### config.mk
export PLATFORM = sky130hd
export DESIGN_NAME = i2c_bit_engine_flat
export DESIGN_NICKNAME = d
export VERILOG_FILES = /design/src/hw/eeprom_pkg.sv /design/src/hw/i2c_byte_if.sv /design/src/hw/i2c_bit_engine.sv /design/src/flat_wrapper.sv
export SDC_FILE = /design/constraint.sdc
export NUM_CORES = 1
export LEC_CHECK = 0
export ABC_AREA = 1
export BUFFER_PORTS_ARGS = -buffer_cell sky130_fd_sc_hd__buf_2
export CORE_ASPECT_RATIO = 0.75
export CORE_MARGIN = 1
export CORE_UTILIZATION = 40
export DETAILED_ROUTE_END_ITERATION = 16
export GPL_TIMING_DRIVEN = 0
export HOLD_SLACK_MARGIN = 0.1
export PLACE_DENSITY_LB_ADDON = 0.08
export SYNTH_ARGS = -nofsm -noshare
export SYNTH_HDL_FRONTEND = slang
export SYNTH_SLANG_ARGS = --single-unit
### constraint.sdc
create_clock -name sda -period 2.65 [get_ports sda]
set_clock_uncertainty 0.05 [all_clocks]
set_input_delay 0.1325 -clock sda [delete_from_list [all_inputs] [get_ports sda]]
set_output_delay 0.1325 -clock sda [all_outputs]
set_load 0.05 [all_outputs]
### src/hw/eeprom_pkg.sv
package eeprom_pkg;

    // ******************************
    // storage geometry
    // ******************************

    localparam int mem_addr_width = 11;                // page bits 10:8 plus address byte.
    localparam int mem_depth = 2048;

    // ******************************
    // bus addressing
    // ******************************

    localparam logic [3:0] device_code = 4'b1010;      // upper nibble of every control byte.

    // ******************************
    // enums
    // ******************************

    // the bit engine reports each event as a one-cycle pulse.
    typedef enum logic [1:0] {
        evt_none,
        evt_start,
        evt_stop,
        evt_byte_done
    } bus_event_t;

    // command sequencer states.
    typedef enum logic [2:0] {
        st_idle,
        st_ctrl,
        st_addr,
        st_write_data,
        st_read_load,
        st_read_data,
        st_ignore
    } cmd_state_t;

endpackage

### src/hw/i2c_byte_if.sv
interface i2c_byte_if;
    import eeprom_pkg::*;

    bus_event_t  evt;         // start, stop or byte_done pulse.
    logic [7:0]  rx_byte;     // valid while evt is byte_done.
    logic        master_ack;  // low when the master acknowledged the last sent byte.
    logic        ack_en;      // acknowledge the byte being received.
    logic        tx_load;     // loads tx_byte into the transmit shifter.
    logic [7:0]  tx_byte;
    logic        tx_mode;     // the next byte is sent by the slave.

    modport engine (
        output evt,
        output rx_byte,
        output master_ack,
        input  ack_en,
        input  tx_load,
        input  tx_byte,
        input  tx_mode
    );

    modport seq (
        input  evt,
        input  rx_byte,
        input  master_ack,
        output ack_en,
        output tx_load,
        output tx_byte,
        output tx_mode
    );

endinterface

### src/hw/i2c_bit_engine.sv
module i2c_bit_engine (
    input  logic      sda,
    input  logic      rst,
    input  logic      bus_scl,
    input  logic      bus_data,
    output logic      bus_data_oe,
    i2c_byte_if.engine byte_bus
);
    import eeprom_pkg::*;

    logic       scl_s1;
    logic       scl_s2;
    logic       scl_d;
    logic       data_s1;
    logic       data_s2;
    logic       data_d;
    logic       scl_rise;
    logic       scl_fall;
    logic       start_det;
    logic       stop_det;
    logic       active;
    logic [3:0] bit_cnt;
    logic       byte_is_tx;
    logic       tx_shift_en;
    logic [7:0] rx_shift;
    logic [7:0] tx_shift;

    // ******************************
    // synchronizers and edge detect
    // ******************************

    always_ff @(posedge sda)
    begin
        if (rst)
        begin
            scl_s1 <= 1'b1;                            // idle bus reads high.
            scl_s2 <= 1'b1;
            scl_d <= 1'b1;
            data_s1 <= 1'b1;
            data_s2 <= 1'b1;
            data_d <= 1'b1;
        end
        else
        begin
            scl_s1 <= bus_scl;
            scl_s2 <= scl_s1;
            scl_d <= scl_s2;
            data_s1 <= bus_data;
            data_s2 <= data_s1;
            data_d <= data_s2;
        end
    end

    assign scl_rise = scl_s2 && !scl_d;
    assign scl_fall = !scl_s2 && scl_d;
    assign start_det = scl_s2 && scl_d && data_d && !data_s2;  // data falls while scl high.
    assign stop_det = scl_s2 && scl_d && !data_d && data_s2;   // data rises while scl high.

    // ******************************
    // bit counter and line control
    // ******************************

    // bit_cnt counts the rises of a byte; slot 8 is the acknowledge clock.
    // A received byte completes on the eighth rise, a sent byte on the ninth,
    // once the master's acknowledge has been sampled.
    always_ff @(posedge sda)
    begin
        if (rst)
        begin
            active <= 1'b0;
            bit_cnt <= 4'd0;
            byte_is_tx <= 1'b0;
            bus_data_oe <= 1'b0;
            byte_bus.evt <= evt_none;
            byte_bus.master_ack <= 1'b1;
        end
        else
        begin
            byte_bus.evt <= evt_none;
            if (start_det)
            begin
                active <= 1'b1;
                bit_cnt <= 4'd0;                       // a partial byte is dropped.
                byte_is_tx <= 1'b0;
                bus_data_oe <= 1'b0;
                byte_bus.evt <= evt_start;
            end
            else if (stop_det)
            begin
                active <= 1'b0;
                bit_cnt <= 4'd0;
                byte_is_tx <= 1'b0;
                bus_data_oe <= 1'b0;
                byte_bus.evt <= evt_stop;
            end
            else if (active && scl_rise)
            begin
                if (bit_cnt == 4'd8)
                begin
                    bit_cnt <= 4'd0;
                    if (byte_is_tx)
                    begin
                        byte_bus.master_ack <= data_s2;
                        byte_bus.evt <= evt_byte_done;
                    end
                end
                else
                begin
                    bit_cnt <= bit_cnt + 4'd1;
                    if (bit_cnt == 4'd7 && !byte_is_tx)
                    begin
                        byte_bus.evt <= evt_byte_done;
                    end
                end
            end
            else if (active && scl_fall)
            begin
                if (bit_cnt == 4'd8)
                begin
                    bus_data_oe <= !byte_is_tx && byte_bus.ack_en;  // master owns a tx ack slot.
                end
                else if (bit_cnt == 4'd0)
                begin
                    byte_is_tx <= byte_bus.tx_mode;    // direction is fixed at the byte boundary.
                    bus_data_oe <= byte_bus.tx_mode && !tx_shift[7];
                end
                else
                begin
                    bus_data_oe <= byte_is_tx && !tx_shift[7];
                end
            end
        end
    end

    // ******************************
    // data shifters
    // ******************************

    assign tx_shift_en = (bit_cnt == 4'd0) ? byte_bus.tx_mode
                                           : (bit_cnt != 4'd8) && byte_is_tx;

    always_ff @(posedge sda)
    begin
        if (active && scl_rise && bit_cnt != 4'd8)
        begin
            rx_shift <= {rx_shift[6:0], data_s2};      // msb arrives first.
        end
    end

    always_ff @(posedge sda)
    begin
        if (active && scl_fall && tx_shift_en)
        begin
            tx_shift <= {tx_shift[6:0], 1'b0};
        end
        else if (byte_bus.tx_load)
        begin
            tx_shift <= byte_bus.tx_byte;
        end
    end

    assign byte_bus.rx_byte = rx_shift;

endmodule

### src/flat_wrapper.sv
// flat-port wrapper written by rule: the top's interface ports become plain ports
module i2c_bit_engine_flat import eeprom_pkg::*;
  (sda, rst, bus_scl, bus_data, bus_data_oe, byte_bus_evt, byte_bus_rx_byte, byte_bus_master_ack, byte_bus_ack_en, byte_bus_tx_load, byte_bus_tx_byte, byte_bus_tx_mode);
  i2c_byte_if byte_bus_i ();
  input  logic sda;
  input  logic rst;
  input  logic bus_scl;
  input  logic bus_data;
  output logic bus_data_oe;
  output wire logic [$bits(byte_bus_i.evt)-1:0] byte_bus_evt;
  output wire logic [$bits(byte_bus_i.rx_byte)-1:0] byte_bus_rx_byte;
  output wire logic [$bits(byte_bus_i.master_ack)-1:0] byte_bus_master_ack;
  input wire logic [$bits(byte_bus_i.ack_en)-1:0] byte_bus_ack_en;
  input wire logic [$bits(byte_bus_i.tx_load)-1:0] byte_bus_tx_load;
  input wire logic [$bits(byte_bus_i.tx_byte)-1:0] byte_bus_tx_byte;
  input wire logic [$bits(byte_bus_i.tx_mode)-1:0] byte_bus_tx_mode;
  assign byte_bus_evt = byte_bus_i.evt;
  assign byte_bus_rx_byte = byte_bus_i.rx_byte;
  assign byte_bus_master_ack = byte_bus_i.master_ack;
  assign byte_bus_i.ack_en = byte_bus_ack_en;
  assign byte_bus_i.tx_load = byte_bus_tx_load;
  assign byte_bus_i.tx_byte = byte_bus_tx_byte;
  assign byte_bus_i.tx_mode = byte_bus_tx_mode;
  i2c_bit_engine u_core (.sda(sda), .rst(rst), .bus_scl(bus_scl), .bus_data(bus_data), .bus_data_oe(bus_data_oe), .byte_bus(byte_bus_i));
endmodule
# After elaboration in Yosys (flattened, before gate mapping)
# Cells that the tools add are included.
[word_totals]
elab_cells = 68
ff_bits = 32
in_bits = 15
[classes]
bitwise_logic = 4
n_mux = 14
n_eq_ne = 3
n_addsub = 1
n_reduce_logical = 30
[ops]
columns = ["op", "count"]
rows = [
  ["$logic_and A1 B1 Y1", 16],
  ["$mux W8", 2],
  ["$mux W2", 5],
  ["$logic_not A1 Y1", 6],
  ["$mux W1", 6],
  ["$reduce_and A5 Y1", 1],
  ["$add A4 B1 Y4 const B", 1],
  ["$eq A4 B3 Y1 const B", 1],
  ["$eq A4 B4 Y1 const B", 1],
  ["$logic_not A4 Y1", 1],
  ["$mux W4", 1],
  ["$ne A4 B4 Y1 const B", 1],
  ["$not A1 Y1", 4],
  ["$reduce_and A4 Y1", 1],
  ["$reduce_bool A2 Y1", 2],
  ["$reduce_or A3 Y1", 1],
  ["$reduce_and A2 Y1", 1],
  ["$reduce_or A2 Y1", 1],
]

# Depth between registers and ports, before layout
[depth]
depth_word = 7
ltp_mapped = 9
mapped_depth_nobuf = 9

# Worst setup path before layout
# No wires, ideal clock.
[synth_timing]
path_type = "register to register"
start = "register u_core.bit_cnt[0]"
end = "register u_core.tx_shift[1], enable pin"
path_stages_with_launch = 8
t_arrival_ps = 1123
path_buffers = 0
t_required_ps = 2277
path_slack_ps = 1154
cell_sequence = "dfxtp_1 -> inv_1 -> ha_1 -> nand2_1 -> nand2_1 -> nand2_1 -> nand2_4 -> nand2_1"
[synth_between]
elab_chain_cells = 5
[synth_lines]
columns = ["element", "line_no", "text"]
rows = [
  ["start, declared", "i2c_bit_engine.sv:22", "logic [3:0] bit_cnt;"],
  ["start signal, assigned", "i2c_bit_engine.sv:109", "bit_cnt <= bit_cnt + 4'd1;"],
  ["$ne A4 B4 Y1", "i2c_bit_engine.sv:140", ": (bit_cnt != 4'd8) && byte_is_tx;"],
  ["$logic_and A1 B1 Y1", "i2c_bit_engine.sv:140", ""],
  ["$mux W1 *", "i2c_bit_engine.sv:139", "assign tx_shift_en = (bit_cnt == 4'd0) ? byte_bus.tx_mode"],
  ["$logic_and A1 B1 Y1 *", "i2c_bit_engine.sv:152", "if (active && scl_fall && tx_shift_en)"],
  ["$reduce_bool A2 Y1 (no source line) *", "n/a", ""],
  ["end signal, assigned", "i2c_bit_engine.sv:154", "tx_shift <= {tx_shift[6:0], 1'b0};"],
  ["end signal, assigned", "i2c_bit_engine.sv:158", "tx_shift <= byte_bus.tx_byte;"],
  ["end, declared", "i2c_bit_engine.sv:26", "logic [7:0] tx_shift;"],
]
# Mark *: on every way between the ends. The rest lies on a longest branch, timed or not.
# A chain may end at the register's enable or synchronous reset.

# Final worst setup path
[layout_timing]
start = "register u_core.bit_cnt[0]"
end = "register u_core.tx_shift[7], enable pin"
# The elaborated chain is that of the path after synthesis.

==> flow_summary.toml <==
[timing]
fin_crit_ns = 1.750
rsz0062_at_grt = "false"
drv_slew = 0
setup_violations = 0
relSlewSlack = 0.7415
max_freq_mhz = 571.3
hold_violations = 0
fin_crit_sh = 0.6605
fin_tns_setup_ns = 0
tightest_slew_ns = 0.3878

[synthesis]
yosys-top-cells-count = "45 x nand2_1, 17 x dfxtp_1, 15 x edfxtp_1, 15 x inv_1, 15 x nand3_1"
synth_most_common_cell = "nand2_1"
synth_top_area_share = 0.3416
synth-edff-count = 15
synth-async-reset-ratio = 0
synth.distinct_cells = 19
synth_compound_area_frac = 0.02941
yosys.area_share.xor_xnor = 0.006641
yosysWarningCount = 0
synth_top_family_by_area = "simple AND/OR/NAND/NOR gates"
syn_avg_cell_area_um2 = 9.095
ys_top_cells_by_area = "edfxtp_1 34%, dfxtp_1 26%, nand2_1 13%, nand3_1 5.7%, inv_1 4.3%"
ys_ff_latch = 32
syn_inst = 145
synth_top_flop_cell = "dfxtp_1"
yosys.area_share.adder = 0.01898
ys_seq_area_frac = 0.5996
synthMuxAreaShare = 0
syn-cell-area_um2 = 1319
yosys.area_share.simple = 0.2941
synth_top_area_cell = "edfxtp_1"
synthesis.nets = 162

[finish]
nets = 203
final_area_um2 = 1664
area_growth_pct = 26.19
drive_gt1_frac = 0.2353
antenna_cells = 0
fillers = 294
finalNonFillerCells = 225

[floorplanning]
boundaryPins = 27
coreArea_um2 = 3042
die_h_um = 51.73
die_area_um2 = 3533
start_util = 0.4336
rows = 17
fp.dieW_um = 68.30

[power_and_ir_drop]
peakVddDrop_v = 0.0003692
power.leakage_uw = 0.0007426
pwr_density_cell_nw_per_um2 = 563.8

[global_routing]
grt_pass1_vias = 896
grt_overflow = 0
grt_pass1_wl_um = 4002
antenna_found_initial = 0
grt_max_degree = 11
gr-usage-all-layers = 0.1648

[routing]
dr_total_vias = 1036
post_drt_via_cell_ratio = 4.604
firstDrtPassIters = 4
drt_drc_violations_left = 0
ant_nets = 0
drt_first_iter_violations = 59
wirelength_um = 2513
routedWlPerCell_um = 11.17

[worst_setup_path]
path_max_fanout = 9
arrival_ns = 1.65
critical_path_required_ns = 2.55
crit_path_end_kind = "register"
critPathKind = "register to register"
cp-start-kind = "register"

[clock_network]
clock_sinks = 32
path_clk_slew_ns = 0.06
insertion_delay_ns = 0.28
ctsHtreeMaxLevel = 2
numCtsBuffers = 5
clock-root-buffer = "clkbuf_8"
cts_tree = "done"
clockBufferDepth = 2

[job]
maxCapViolCount = 0

[placement]
placed_cells = 208
dpl_cell_area_um2 = 1491
dp_hpwl_um = 1769
io_buffers = 25
place_congestion = 0.7499

[status]
outcome = "finished, final reports clean"

[min_path]
min_path_type = "input pin to register"
## critical path, cell delays in order, from the launching register on
cell and delay [ns]:
dfxtp_1 0.36, inv_1 0.09, ha_1 0.27, nand2_1 0.10, nand2_1 0.05, nand2_1 0.13
nand2_4 0.10, nand2_1 0.27
## cells by family after synthesis
family / count (synthesis)
and+or+nand+nor: 85
DFF: 32
buffers and inverters: 18
AOI/OAI and AO/OA: 7
adders and majority gates: 2
xor gates and xnor gates: 1
## where the power goes
part	leakage, uW	switching, uW	internal [uW]
sequential	0.000282	6.40	530
combinational	0.000415	29.4	26.7
clock	0.0000453	168	178
total	0.000743	204	735
## cells in the final DEF (no fill, tap or decap), types with 2 or more instances in the layout
| cell type | instances |
|---|---|
| inv_1 | 15 |
| clkinv_1 | 2 |
| nand2_1 | 45 |
| dfxtp_1 | 17 |
| nor2_4 | 2 |
| a21oi_1 | 6 |
| buf_2 | 25 |
| nand4_1 | 4 |
| nor2_1 | 11 |
| clkinv_2 | 2 |
| nand3_1 | 15 |
| clkbuf_8 | 5 |
| dlygate4sd3_1 | 9 |
| or2_2 | 5 |
| ha_1 | 2 |
| edfxtp_1 | 15 |
## per-stage QoR
| stage | util | total power [uW] | setup WS (ns) | hold WS (ns) |
|---|---|---|---|---|
| 4_1_cts | 0.5471 | 952.8 | 0.8890 | 0.1149 |
| 3_3_place_gp | 0.4903 | 591.7 | 0.9666 | 0.2669 |
| 6_report | 0.5471 | 938.2 | 0.8996 | 0.1177 |
| 2_1_floorplan | - | 574.9 | 1.154 | 0.1516 |
| 3_5_place_dp | 0.4903 | 593.5 | 0.8928 | 0.2725 |
| 5_1_grt | 0.5471 | 977.4 | 0.7690 | 0.1351 |
## routing by layer
metal	GRT usage	vias to the layer above	share of wire
li1	-	547	-
met3	0.05921	5	0.041
met2	0.2386	21	0.44
met5	0	-	0
met1	0.2145	463	0.50
met4	0.08333	0	0.014
## final timing paths
check	start	endpoint	slack, ns	cells past startpoint
hold / removal	byte_bus_tx_byte[1]	u_core.tx_shift[1]	0.12	3
setup reg to reg	u_core.bit_cnt[0]	u_core.tx_shift[7]	0.90	7
hold reg to reg	u_core.scl_s1	u_core.scl_s2	0.36	1
setup / recovery	u_core.bit_cnt[0]	u_core.tx_shift[7]	0.90	7
## final cells by class
| cell class | count | area, um^2 | area share |
|---|---|---|---|
| buffer | 1 | 3.754 | 0.002256 |
| sequential | 32 | 790.8 | 0.4752 |
| multi-input combinational | 95 | 460.4 | 0.2767 |
| tap | 38 | 47.55 | 0.02857 |
| clock inverter | 3 | 13.76 | 0.008271 |
| timing repair buffer | 34 | 215.2 | 0.1293 |
| clock buffer | 5 | 68.82 | 0.04135 |
| inverter | 17 | 63.81 | 0.03835 |
## timing repair
action | 4_1_cts | 5_1_grt
resized for setup | 0 | 0
hold endpoints to repair | 10 | 0
buffers inserted | 0 | 0
setup endpoints to repair | 0 | 0
hold buffers | 9 | 0
## state kept, by name, indices dropped and copies added (netlist names), 2 cells and up
signal / count
u_core.byte_bus.rx_byte: 8
u_core.tx_shift: 8
u_core.bit_cnt: 4
u_core.byte_bus.evt: 2
Note: power is estimated with default switching activity, not from simulation.
