`src/hw/eeprom_pkg.sv`:
```
package eeprom_pkg;

    // ******************************
    // storage geometry
    // ******************************

    localparam int mem_addr_width = 11;                // page bits 10:8 plus address byte.
    localparam int mem_depth = 2048;

    // ******************************
    // bus addressing
    // ******************************

    localparam logic [3:0] device_code = 4'b1010;      // upper nibble of every control byte.

    // ******************************
    // enums
    // ******************************

    // the bit engine reports each event as a one-cycle pulse.
    typedef enum logic [1:0] {
        evt_none,
        evt_start,
        evt_stop,
        evt_byte_done
    } bus_event_t;

    // command sequencer states.
    typedef enum logic [2:0] {
        st_idle,
        st_ctrl,
        st_addr,
        st_write_data,
        st_read_load,
        st_read_data,
        st_ignore
    } cmd_state_t;

endpackage

```
`src/hw/i2c_byte_if.sv`:
```
interface i2c_byte_if;
    import eeprom_pkg::*;

    bus_event_t  evt;         // start, stop or byte_done pulse.
    logic [7:0]  rx_byte;     // valid while evt is byte_done.
    logic        master_ack;  // low when the master acknowledged the last sent byte.
    logic        ack_en;      // acknowledge the byte being received.
    logic        tx_load;     // loads tx_byte into the transmit shifter.
    logic [7:0]  tx_byte;
    logic        tx_mode;     // the next byte is sent by the slave.

    modport engine (
        output evt,
        output rx_byte,
        output master_ack,
        input  ack_en,
        input  tx_load,
        input  tx_byte,
        input  tx_mode
    );

    modport seq (
        input  evt,
        input  rx_byte,
        input  master_ack,
        output ack_en,
        output tx_load,
        output tx_byte,
        output tx_mode
    );

endinterface

```
`src/hw/mem_port_if.sv`:
```
interface mem_port_if;
    import eeprom_pkg::*;

    logic                      we;     // single-cycle write strobe.
    logic                      re;     // single-cycle read strobe.
    logic [mem_addr_width-1:0] addr;
    logic [7:0]                wdata;
    logic [7:0]                rdata;  // valid the cycle after re.

    modport ctrl (
        output we,
        output re,
        output addr,
        output wdata,
        input  rdata
    );

    modport mem (
        input  we,
        input  re,
        input  addr,
        input  wdata,
        output rdata
    );

endinterface

```
`src/hw/eeprom_cmd_fsm.sv`:
```
module eeprom_cmd_fsm (
    input  logic    sda,
    input  logic    rst,
    i2c_byte_if.seq byte_bus,
    mem_port_if.ctrl mem
);
    import eeprom_pkg::*;

    cmd_state_t                state;
    logic [mem_addr_width-1:0] cur_addr;
    logic                      byte_done;
    logic                      ctrl_match;

    assign byte_done = (byte_bus.evt == evt_byte_done);
    assign ctrl_match = (byte_bus.rx_byte[7:4] == device_code);

    // ******************************
    // sequencer
    // ******************************

    always_ff @(posedge sda)
    begin
        if (rst)
        begin
            state <= st_idle;
            cur_addr <= '0;
            byte_bus.ack_en <= 1'b0;
            byte_bus.tx_load <= 1'b0;
        end
        else
        begin
            byte_bus.tx_load <= (state == st_read_load);  // rdata is valid now.
            if (byte_bus.evt == evt_start)
            begin
                state <= st_ctrl;
                byte_bus.ack_en <= 1'b0;
            end
            else if (byte_bus.evt == evt_stop)
            begin
                state <= st_idle;
                byte_bus.ack_en <= 1'b0;
            end
            else if (byte_done)
            begin
                case (state)
                    st_ctrl:
                    begin
                        byte_bus.ack_en <= ctrl_match;
                        if (!ctrl_match)
                        begin
                            state <= st_ignore;        // another device on the bus.
                        end
                        else
                        begin
                            cur_addr[10:8] <= byte_bus.rx_byte[3:1];
                            state <= byte_bus.rx_byte[0] ? st_read_load : st_addr;
                        end
                    end
                    st_addr:
                    begin
                        byte_bus.ack_en <= 1'b1;
                        cur_addr[7:0] <= byte_bus.rx_byte;
                        state <= st_write_data;
                    end
                    st_write_data:
                    begin
                        byte_bus.ack_en <= 1'b1;
                        cur_addr <= cur_addr + 1'b1;   // wraps from 2047 to 0.
                    end
                    st_read_data:
                    begin
                        byte_bus.ack_en <= 1'b0;
                        // a nack releases the bus until the next start.
                        state <= byte_bus.master_ack ? st_ignore : st_read_load;
                    end
                    default:
                    begin
                        byte_bus.ack_en <= 1'b0;
                    end
                endcase
            end
            else if (state == st_read_load)
            begin
                cur_addr <= cur_addr + 1'b1;
                state <= st_read_data;
            end
        end
    end

    // ******************************
    // engine and memory strobes
    // ******************************

    assign byte_bus.tx_mode = (state == st_read_load) || (state == st_read_data);
    assign byte_bus.tx_byte = mem.rdata;

    assign mem.we = (state == st_write_data) && byte_done;
    assign mem.re = (state == st_read_load);
    assign mem.addr = cur_addr;
    assign mem.wdata = byte_bus.rx_byte;

endmodule

```
`src/flat_wrapper.sv`:
```
// flat-port wrapper written by rule: the top's interface ports become plain ports
module eeprom_cmd_fsm_flat import eeprom_pkg::*;
  (sda, rst, byte_bus_evt, byte_bus_rx_byte, byte_bus_master_ack, byte_bus_ack_en, byte_bus_tx_load, byte_bus_tx_byte, byte_bus_tx_mode, mem_we, mem_re, mem_addr, mem_wdata, mem_rdata);
  i2c_byte_if byte_bus_i ();
  mem_port_if mem_i ();
  input  logic sda;
  input  logic rst;
  input wire logic [$bits(byte_bus_i.evt)-1:0] byte_bus_evt;
  input wire logic [$bits(byte_bus_i.rx_byte)-1:0] byte_bus_rx_byte;
  input wire logic [$bits(byte_bus_i.master_ack)-1:0] byte_bus_master_ack;
  output wire logic [$bits(byte_bus_i.ack_en)-1:0] byte_bus_ack_en;
  output wire logic [$bits(byte_bus_i.tx_load)-1:0] byte_bus_tx_load;
  output wire logic [$bits(byte_bus_i.tx_byte)-1:0] byte_bus_tx_byte;
  output wire logic [$bits(byte_bus_i.tx_mode)-1:0] byte_bus_tx_mode;
  output wire logic [$bits(mem_i.we)-1:0] mem_we;
  output wire logic [$bits(mem_i.re)-1:0] mem_re;
  output wire logic [$bits(mem_i.addr)-1:0] mem_addr;
  output wire logic [$bits(mem_i.wdata)-1:0] mem_wdata;
  input wire logic [$bits(mem_i.rdata)-1:0] mem_rdata;
  assign byte_bus_i.evt = byte_bus_evt;
  assign byte_bus_i.rx_byte = byte_bus_rx_byte;
  assign byte_bus_i.master_ack = byte_bus_master_ack;
  assign byte_bus_ack_en = byte_bus_i.ack_en;
  assign byte_bus_tx_load = byte_bus_i.tx_load;
  assign byte_bus_tx_byte = byte_bus_i.tx_byte;
  assign byte_bus_tx_mode = byte_bus_i.tx_mode;
  assign mem_we = mem_i.we;
  assign mem_re = mem_i.re;
  assign mem_addr = mem_i.addr;
  assign mem_wdata = mem_i.wdata;
  assign mem_i.rdata = mem_rdata;
  eeprom_cmd_fsm u_core (.sda(sda), .rst(rst), .byte_bus(byte_bus_i), .mem(mem_i));
endmodule
```
`config.mk`:
```
export PLATFORM = sky130hd
export DESIGN_NAME = eeprom_cmd_fsm_flat
export DESIGN_NICKNAME = d
export VERILOG_FILES = /design/src/hw/eeprom_pkg.sv /design/src/hw/i2c_byte_if.sv /design/src/hw/mem_port_if.sv /design/src/hw/eeprom_cmd_fsm.sv /design/src/flat_wrapper.sv
export SDC_FILE = /design/constraint.sdc
export NUM_CORES = 1
export LEC_CHECK = 0
export ABC_AREA = 0
export BUFFER_PORTS_ARGS = -buffer_cell sky130_fd_sc_hd__buf_4
export CAP_MARGIN = 15
export CORE_ASPECT_RATIO = 1.75
export CORE_MARGIN = 1.5
export CORE_UTILIZATION = 51
export DETAILED_ROUTE_END_ITERATION = 12
export PLACE_DENSITY = 0.84
export SLEW_MARGIN = 5
export SYNTH_ARGS = -nofsm -noshare
export SYNTH_HDL_FRONTEND = slang
export SYNTH_SLANG_ARGS = --single-unit
export TNS_END_PERCENT = 30
```
`constraint.sdc`:
```
create_clock -name sda -period 3.9 [get_ports sda]
set_input_delay 0.78 -clock sda [delete_from_list [all_inputs] [get_ports sda]]
set_output_delay 0.78 -clock sda [all_outputs]
set_load 0.01 [all_outputs]
```
# ---- Word-level counts from Yosys, hierarchy flattened
# Index checks and enable logic that the tools add are counted.
dict set report word_totals {
  regBits 16
  inputBits 21
  output_inout_bits 32
  wordCells 47
}
dict set report op_classes {
  addsub 1
  eq_ne 14
  mux 14
  bitwise 2
  n_reduce_logical 10
}
# operator count
set ops {}
lappend ops {{11-bit two-way mux} 2}
lappend ops {{8-bit one-hot mux with 2 select lines} 1}
lappend ops {{3-bit two-way mux} 5}
lappend ops {{11-bit by 1-bit adder with 11-bit output (second input constant)} 1}
lappend ops {{3-bit inequality test (second input constant)} 3}
lappend ops {{3-bit one-hot mux with 3 select lines} 1}
lappend ops {{3-bit by 2-bit == test with 1-bit output (second input constant)} 2}
lappend ops {{3-bit == test (second input constant)} 2}
lappend ops {{6-bit inequality test (second input constant)} 1}
lappend ops {{3-bit one-hot mux with 2 select lines} 1}
lappend ops {{5-bit AND reduction} 1}
lappend ops {{2-bit == test (second input constant)} 2}
lappend ops {{4-bit == test (second input constant)} 1}
lappend ops {{4-bit inequality test (second input constant)} 1}
lappend ops {{2-bit AND reduction} 2}
lappend ops {{4-bit AND reduction} 1}
lappend ops {{4-bit nonzero test} 1}
lappend ops {{3-bit by 1-bit == test with 1-bit output (second input constant)} 1}
lappend ops {{3-bit OR reduction} 1}
lappend ops {{2-bit by 1-bit == test with 1-bit output (second input constant)} 1}
lappend ops {{1-bit two-way mux} 2}
lappend ops {{2-bit two-way mux} 1}
lappend ops {{1-bit NOT} 2}
lappend ops {{1-bit one-hot mux with 2 select lines} 1}
lappend ops {{4 further kinds} 4}

# ---- Longest topological paths before layout
# Gate-level depths: netlist of the first run.
dict set report logic_depth {
  depth_word 6
  depth_mapped 7
  ltp_nobuf 6
}

# ---- Worst setup path before layout of the first run
# OpenSTA, ideal clock, no wires.
dict set report synth_timing {
  kind {input to register}
  startpoint {input byte_bus_evt[0]}
  endpoint {register u_core.cur_addr[7] (netlist: u_core.mem.addr[7])}
  setup_time_ps 103
  arrival_ps 1933
  required_time_ps 3797
  slack_ps 1863
  stages 5
  path_buffers 0
  path_cell_list {ha_1 nor4b_2 o21a_1 nor2_1 a2111oi_2}
}
dict set report synth_between {
  elab_chain_cells 3
  elab_cells_between_ends 9
  cone_classes {eq/ne: 4; mux: 1; bitwise: 2; reduce/logical: 2}
}
# element line_no
set synth_lines {}
lappend synth_lines {{start, declared} flat_wrapper.sv:8} ;# input wire logic [$bits(byte_bus_i.evt)-1:0] byte_bus_evt;
lappend synth_lines {{2-bit == test, or another cell as far along} eeprom_cmd_fsm.sv:14} ;# assign byte_done = (byte_bus.evt == evt_byte_done);
lappend synth_lines {{3-bit inequality test (no line), or another cell as far along} n/a}
lappend synth_lines {{4-bit AND reduction (no line)} n/a}
lappend synth_lines {{end signal, assigned} eeprom_cmd_fsm.sv:62} ;# cur_addr[7:0] <= byte_bus.rx_byte;
lappend synth_lines {{end signal, assigned} eeprom_cmd_fsm.sv:68} ;# cur_addr <= cur_addr + 1'b1;
lappend synth_lines {{end signal, assigned} eeprom_cmd_fsm.sv:84} ;# cur_addr <= cur_addr + 1'b1;
lappend synth_lines {{end, declared} eeprom_cmd_fsm.sv:10} ;# logic [mem_addr_width-1:0] cur_addr;
# Parallel ways exist; a longest one is shown, timed or not.
# A chain may end at the register's enable or synchronous reset.

# ---- Final worst setup path of the first run
dict set report layout_timing {
  startpoint {input byte_bus_evt[0]}
  endpoint {output mem_we}
}
dict set report layout_between {
  elab_chain_cells 2
}
# element line_no
set layout_lines {}
lappend layout_lines {{2-bit == test} eeprom_cmd_fsm.sv:14}
lappend layout_lines {{1-bit logical AND} eeprom_cmd_fsm.sv:97} ;# assign mem.we = (state == st_write_data) && byte_done;
lappend layout_lines {{end, declared} flat_wrapper.sv:15} ;# output wire logic [$bits(mem_i.we)-1:0] mem_we;
# No other way between the ends.

==> results of run 1 <==
[synth_stat cells, types with 3 or more instances]
cell type | count | area (µm²)
buf_4 | 16 | 120.1
a21oi_1 | 10 | 50.05
a211oi_1 | 7 | 52.55
dfxtp_1 | 16 | 320.3
ha_1 | 5 | 62.56
nand3_1 | 9 | 45.04
o32ai_1 | 5 | 43.79
nor2_1 | 10 | 37.54
or3_1 | 4 | 25.02
buf_2 | 4 | 20.02
nand2_1 | 10 | 37.54
o31a_1 | 3 | 26.28
nand2b_1 | 7 | 43.79
nor3_1 | 4 | 20.02
o21ai_0 | 3 | 15.01
inv_1 | 7 | 26.28
[power by group through the flow]
stage                     registers (mW)  logic [mW]  clock network (mW)
after floorplan                    0.172      0.0564                   0
after global placement             0.176      0.0619                   0
after detailed placement           0.177      0.0649                   0
after CTS                          0.173      0.0652               0.151
after global routing               0.174      0.0719               0.158
final                              0.173      0.0659               0.152
[final timing paths]
check                      endpoint  cells past startpoint
max                          mem_we                      4
min          u_core.byte_bus.ack_en                      2
max reg2reg      u_core.mem.addr[5]                      4
min reg2reg  u_core.byte_bus.ack_en                      2
[final cells by class]
class                           instances  area [µm²]  share of cell area, %
Multi-Input combinational cell        112       757.0                  51.84
Sequential cell                        16       320.3                  21.94
Timing Repair Buffer                   36       270.3                  18.51
Clock buffer                            4       55.05                  3.770
Tap cell                               25       31.28                  2.142
Inverter                                7       26.28                  1.799
[critical path: stages]
cell	delay [ns]
buf_4	0.10
ha_1	0.60
and4b_1	0.31
buf_4	0.13
[per-stage QoR]
stage | std cells | setup slack [ns] | hold slack, ns | utilization [%]
after global placement | 196 | 1.250 | 0.4676 | 60.28
after global routing | 200 | 1.112 | 0.5200 | 62.64
final | 200 | 1.202 | 0.4821 | 62.64
after floorplan | 159 | 1.863 | 0.4903 | -
after detailed placement | 196 | 1.221 | 0.4787 | 60.28
after CTS | 200 | 1.225 | 0.4888 | 62.64
[cell families after synthesis]
group	after synthesis	synth area share, %
AOI/OAI and AO/OA	45	26.43
adders and majority gates	5	4.912
buffers and inverters	31	15.42
DFF	16	25.15
muxes	1	0.7859
and+or+nand+nor	61	27.31
[state kept, by name, indices dropped and copies added (netlist names)]
register                 flops
u_core.mem.addr             11
u_core.byte_bus.ack_en       1
u_core.state                 3
u_core.byte_bus.tx_load      1
[metal layers]
metal  up-vias  GRT usage, %  part of all wire, %
li1        603             -                    -
met1       642         30.69                   36
met2        64         41.98                   54
met3        11         4.180                  7.1
met4         0         13.33                  2.8
met5         -             0                    0
==> flow_summary.ini, run 1 <==
[worst_hold_path]
hp-start = u_core.byte_bus.ack_en
hp-class = flip-flop to flip-flop

[final_layout]
num-fill-cells = 215
final_common_cell = buf_4
drive_above_1_share_pct = 26.86
area_delta_synth_final_pct = 14.64
final_cell_mix = buf_4, dfxtp_1, nor2_1, a21oi_1, nand2_1
diodes = 0
final_area_um2 = 1460
layout.nets = 202

[yosys]
syn_inst = 159
synthArstFlopShare_pct = 0
synth_edf_count = 0
synth_cell_type_count = 47
ys_ff_latch = 16
syn_nets = 185
syn-cell-area_um2 = 1274
yosysWarnings = 0
synth_flop_cell = dfxtp_1
ys_seq_area_share_pct = 25.15
postSynthAreaPerCell_um2 = 8.011

[sta]
drv_slew = 0
fmax_mhz = 370.6
period_share_pct = 69.19
fin_worst_skew_ns = 0.001849
tightest_slew_ns = 0.6893
max_slew_margin_pct = 54.05
rsz0062_at_grt = false
setup_viol = 0
hold_viol = 0
tns_ns = 0
fin_crit_ns = 2.698

[status]
outcome = complete, no violations

[cts]
cts_tree = yes
clk_pin_slew_ns = 0.07
cts_resized = 0
numCtsBuffers = 3
clock_latency_ns = 0.26
clkSinkCount = 16
h-tree-depth = 1
clk_path_buf_depth = 2
root_buffer = clkbuf_8
holdBufCountCts = 0
cts_setup_buffers = 0

[pwr]
power_mw = 0.3909
pwr-share-clk_pct = 38.8
switching_share_pct = 27.03
combPwrFrac_pct = 16.9
p_per_area_nw_per_um2 = 267.7
ir_worst_vdd_uv = 162.4
leakage_nw = 0.5739
p_seq_share_pct = 44.3
p_int_mw = 0.2853
p_sw_mw = 0.1057

[critical_path]
rr_startpoint = u_core.state[0]
start_kind = input pin
cp.arrival_ns = 1.92
required_ns = 3.12
worst_setup_path_end_kind = primary output
crit_path_start = byte_bus_evt[0]
worstPathMaxFanout = 22
reg2reg_setup_slack_ns = 1.81
criticalPathCategory = input pin to primary output

[floorplanning]
core.rowCount = 23
die_w_um = 40.78
coreArea_um2 = 2331
pin_count = 53
floorplan.initialDensity_pct = 54.64
die_area_um2 = 2818
die-height_um = 69.11

[global_route]
grt_usage_pct = 26.07
overflow = 0
grt_pass1_wl_um = 5368
first_global_vias = 1224
grt_antenna_before_repair = 0
grt_max_degree = 23

[detailed_routing]
via_count = 1320
drc = 0
ant_nets = 0
post_drt_wl_per_cell_um = 16.71
drt-initial-drc-count = 73
drt-total-wl_um = 3342
drt_first_pass_iters = 7
vias_per_cell = 6.600

[job]
max-cap-violations = 0

[place]
hpwl_um = 2485
port-buffer-count = 36
dpl_cell_area_um2 = 1405
gp_congestion = 0.8520
(Power assumes the default switching activity.)
==> run 2: changes to the inputs <==
--- a/config.mk
+++ b/config.mk
@@ -10,9 +10,9 @@
 export CAP_MARGIN = 15
 export CORE_ASPECT_RATIO = 1.75
 export CORE_MARGIN = 1.5
-export CORE_UTILIZATION = 51
+export CORE_UTILIZATION = 43
 export DETAILED_ROUTE_END_ITERATION = 12
-export PLACE_DENSITY = 0.84
+export PLACE_DENSITY = 0.76
 export SLEW_MARGIN = 5
 export SYNTH_ARGS = -nofsm -noshare
 export SYNTH_HDL_FRONTEND = slang
==> constraint.sdc (replaced) <==
create_clock -name sda -period 2.3 [get_ports sda]
set_input_delay 0.46 -clock sda [delete_from_list [all_inputs] [get_ports sda]]
set_output_delay 0.46 -clock sda [all_outputs]
set_load 0.01 [all_outputs]
==> run 2 against run 1 <==
Against the previous run:
- design area increased by 2.3%
- utilization decreased by 10 points
- highest routed layer unchanged
- clock power increased by 72%
==> flow_summary.ini, run 2 (same netlist as run 1, synthesis figures left out) <==
[floorplanning]
floorplan.initialDensity_pct = 44.49
die_w_um = 44.14
coreArea_um2 = 2863
core.rowCount = 26
die-height_um = 75.00
pin_count = 53
die_area_um2 = 3310

[pwr]
power_mw = 0.6684
ir_worst_vdd_uv = 382.1
combPwrFrac_pct = 17.1
pwr-share-clk_pct = 39.0
p_sw_mw = 0.1820
leakage_nw = 0.5925
switching_share_pct = 27.23
p_per_area_nw_per_um2 = 447.4
p_int_mw = 0.4864
p_seq_share_pct = 43.9

[detailed_routing]
drt-total-wl_um = 3364
drt-initial-drc-count = 30
via_count = 1317
post_drt_wl_per_cell_um = 16.25
vias_per_cell = 6.362
ant_nets = 0
drc = 0
drt_first_pass_iters = 4

[cts]
cts_tree = yes
holdBufCountCts = 0
clk_path_buf_depth = 2
numCtsBuffers = 3
clk_pin_slew_ns = 0.07
root_buffer = clkbuf_8
cts_setup_buffers = 0
cts_resized = 0
h-tree-depth = 1
clock_latency_ns = 0.26
clkSinkCount = 16

[sta]
period_share_pct = 81.73
setup_viol = 0
tightest_slew_ns = 0.4579
fmax_mhz = 532.0
fin_crit_ns = 1.880
fin_worst_skew_ns = 0.001789
max_slew_margin_pct = 69.43
setup_ws_ns = 0.4203
tns_ns = 0
drv_slew = 0
hold_ws_ns = 0.4814
hold_viol = 0
rsz0062_at_grt = false

[final_layout]
area_delta_synth_final_pct = 17.29
largest_reg_flops = 11
drive_above_1_share_pct = 28.49
multi_input_area_um2 = 757.0
final_area_um2 = 1494
diodes = 0
area.sequential_um2 = 320.3
final_common_cell = buf_4
num-fill-cells = 293
final_cell_mix = buf_4, dfxtp_1, nor2_1, a21oi_1, nand2_1
layout.nets = 206

[critical_path]
crit_family = simple AND/OR/NAND/NOR gates
criticalPathCategory = input pin to flip-flop
reg2reg_setup_slack_ns = 0.49
crit_buf_inv = 2
slowest_delay_ns = 0.41
cp_slowest_cell = nor4b_2
cp_common_cell = buf_4
worst_setup_path_end_kind = flip-flop
required_ns = 2.46
crit_chain = buf_4 -> ha_1 -> nor4b_2 -> a211oi_1 -> buf_4 -> nand2b_1 -> o32ai_1
start_kind = input pin
worstPathMaxFanout = 7
cp.arrival_ns = 2.04

[global_route]
grt_pass1_wl_um = 5409
overflow = 0
grt_usage_pct = 21.56
grt_antenna_before_repair = 0
grt_max_degree = 16
first_global_vias = 1271

[status]
outcome = complete, no violations

[place]
dp_slack_ns = 0.1724
gp_congestion = 0.8131
dpl_cell_area_um2 = 1439
port-buffer-count = 36
hpwl_um = 2549

[job]
max-cap-violations = 0

[worst_hold_path]
hp-class = flip-flop to flip-flop
-- run 2: changes by cell type in the layout (fill, tap and decap cells not counted) --
| cell | delta |
|---|---|
| buf_4 | +4 |
-- run 2: per-stage QoR --
step                      cells  util, %
after floorplan             159        -
after global placement      203    50.26
after detailed placement    203    50.26
after CTS                   207    52.19
after global routing        207    52.19
final                       207    52.19
-- run 2: metal layers --
metal / part of all wire (%) / track usage, % / wire (µm) / up-vias
met5: 0 / 0 / 0 / -
met3: 6.1 / 3.357 / 206 / 11
li1: - / - / - / 615
met1: 39 / 24.19 / 1302 / 636
met2: 52 / 36.44 / 1743 / 55
met4: 3.3 / 14.81 / 111 / 0
-- run 2: tightest hold or removal path, stage by stage, from the launching register on --
cell and delay (ns):
dfxtp_1 0.31, nand2b_1 0.06, a21oi_1 0.06
-- run 2: path summary, 6_finish.rpt --
| check | end | from | cells after the start |
|---|---|---|---|
| max | u_core.mem.addr[9] | byte_bus_evt[0] | 7 |
| min reg2reg | u_core.byte_bus.ack_en | u_core.byte_bus.ack_en | 2 |
| max reg2reg | u_core.mem.addr[9] | u_core.state[2] | 5 |
| min | u_core.byte_bus.ack_en | u_core.byte_bus.ack_en | 2 |
-- run 2: cell type report --
| class | count | area share [%] |
|---|---|---|
| multi-input combinational | 112 | 50.67 |
| tap | 28 | 2.345 |
| sequential | 16 | 21.44 |
| clock buffer | 4 | 3.685 |
| timing repair buffer | 40 | 20.10 |
| inverter | 7 | 1.759 |
-- run 2: power groups by stage --
stage,registers (mW),clock network [mW],logic [mW]
2_1_floorplan,0.292,0,0.0957
3_3_place_gp,0.299,0,0.109
3_5_place_dp,0.299,0,0.113
4_1_cts,0.293,0.267,0.114
5_1_grt,0.294,0.276,0.125
6_report,0.293,0.261,0.114
==> run 3: changes to the inputs <==
--- a/config.mk
+++ b/config.mk
@@ -10,9 +10,9 @@
 export CAP_MARGIN = 15
 export CORE_ASPECT_RATIO = 1.75
 export CORE_MARGIN = 1.5
-export CORE_UTILIZATION = 43
+export CORE_UTILIZATION = 48
 export DETAILED_ROUTE_END_ITERATION = 12
-export PLACE_DENSITY = 0.76
+export PLACE_DENSITY = 0.8
 export SLEW_MARGIN = 5
 export SYNTH_ARGS = -nofsm -noshare
 export SYNTH_HDL_FRONTEND = slang
==> constraint.sdc (replaced) <==
create_clock -name sda -period 1.9 [get_ports sda]
set_input_delay 0.38 -clock sda [delete_from_list [all_inputs] [get_ports sda]]
set_output_delay 0.38 -clock sda [all_outputs]
set_load 0.01 [all_outputs]
==> run 3 against run 2 <==
Against the previous run:
- design area is 4.9% higher
- via count is 0.91% higher
- critical path depth is 3 lower
- total power is 22% higher
- combinational power is 33% higher
- first-iteration DRC count is 90% higher
- flip-flop and latch count stayed put
- routed wire length is 4.3% higher
- largest power group unchanged
- highest routed layer unchanged
==> flow_summary.ini, run 3 (same netlist as run 1, synthesis figures left out) <==
[cts]
cts_tree = yes
root_buffer = clkbuf_8
clkSinkCount = 16
clk_pin_slew_ns = 0.07
holdBufCountCts = 0
clk_path_buf_depth = 2
h-tree-depth = 1
cts_setup_buffers = 0
cts_resized = 0
numCtsBuffers = 3
clock_latency_ns = 0.26

[critical_path]
crit_cells = 4
crit_family = flip-flops
crit_chain = buf_4 -> nand2b_1 -> inv_1 -> buf_4
start_kind = flip-flop
required_ns = 1.52
worstPathMaxFanout = 8
criticalPathCategory = flip-flop to primary output
slowest_delay_ns = 0.47
cp_slowest_cell = dfxtp_1
cp.arrival_ns = 1.32
reg2reg_depth = 4
worst_setup_path_end_kind = primary output
crit_buf_inv = 3
cp_common_cell = buf_4

[sta]
tightest_slew_ns = 0.3633
fin_worst_skew_ns = 0.005443
fin_crit_ns = 1.699
rsz0062_at_grt = false
hold_viol = 0
setup_viol = 0
fmax_mhz = 588.7
period_share_pct = 89.41
drv_slew = 0
max_slew_margin_pct = 75.78
setup_ws_ns = 0.2012

[global_route]
grt_usage_pct = 24.78
globalRouteMet1Util_pct = 27.26
top_usage_layer = met2
grt_util_met3_pct = 5.102
overflow = 0
first_global_vias = 1317
grt_antenna_before_repair = 0
grt_pass1_wl_um = 5761
grt_max_degree = 16
grt_use_met2_pct = 41.67

[place]
port-buffer-count = 36
hpwl_um = 2670
gp_congestion = 0.8331
dp_slack_ns = -0.04762

[final_layout]
layout.nets = 216
largest_reg_flops = 11
final_cell_mix = buf_4, dfxtp_1, nor2_1, a21oi_1, nand2_1
final_core_util_pct = 62.85
diodes = 0
area_delta_synth_final_pct = 22.99
final_common_cell = buf_4
drive_above_1_share_pct = 32.28

[detailed_routing]
via_count = 1329
ant_nets = 0
drc = 0
post_drt_wl_per_cell_um = 16.32
drt-initial-drc-count = 57
drt_first_pass_iters = 4
drt-total-wl_um = 3508
vias_per_cell = 6.181

[pwr]
ir_worst_vdd_uv = 414.6
leakage_nw = 0.6418
p_per_area_nw_per_um2 = 522.5
power_mw = 0.8185

[floorplanning]
die_w_um = 41.94
pin_count = 53
floorplan.initialDensity_pct = 51.10
coreArea_um2 = 2492
die-height_um = 71.15
core.rowCount = 24
die_area_um2 = 2984

[worst_hold_path]
worstHoldPathCells = 2
hp-class = input pin to flip-flop

[job]
max-cap-violations = 0

[status]
outcome = complete, no violations
## run 3: changes by cell type in the layout (fill, tap and decap cells not counted), sizes merged
cell  before  now
buf       40   50
## run 3: per-layer routing
| metal | up-vias | routed length [µm] |
|---|---|---|
| met5 | - | 0 |
| met4 | 0 | 124 |
| met3 | 13 | 185 |
| met1 | 625 | 1343 |
| met2 | 56 | 1855 |
| li1 | 635 | - |
## run 3: worst paths after layout
check,start,endpoint,slack [ns]
max,u_core.state[1],byte_bus_tx_mode,0.20
min,rst,u_core.mem.addr[7],0.40
max reg2reg,u_core.state[2],u_core.mem.addr[7],0.22
min reg2reg,u_core.byte_bus.ack_en,u_core.byte_bus.ack_en,0.48
## run 3: report_power, final
group          leakage [nW]  switching [mW]  total [mW]  internal, mW
Sequential            0.129         0.00824       0.349         0.340
Combinational         0.484          0.0808       0.152        0.0710
Clock                0.0288           0.133       0.318         0.185
## run 3: final cells by class
type | instances | area, µm²
tap | 26 | 32.53
fill | 234 | 925.9
clock buffer | 4 | 55.05
multi-input combinational | 112 | 757.0
sequential | 16 | 320.3
timing repair buffer | 50 | 375.4
inverter | 7 | 26.28
## run 3: metrics by stage
stage / cell area [µm²] / hold slack, ns / std cells / setup TNS [ns]
floorplan: 1274 / 0.4903 / 159 / 0
global placement: 1511 / 0.4615 / 211 / 0
detailed placement: 1511 / 0.4719 / 211 / -0.1189
CTS: 1567 / 0.4007 / 215 / 0
global route: 1567 / 0.4116 / 215 / 0
finish: 1567 / 0.4019 / 215 / 0
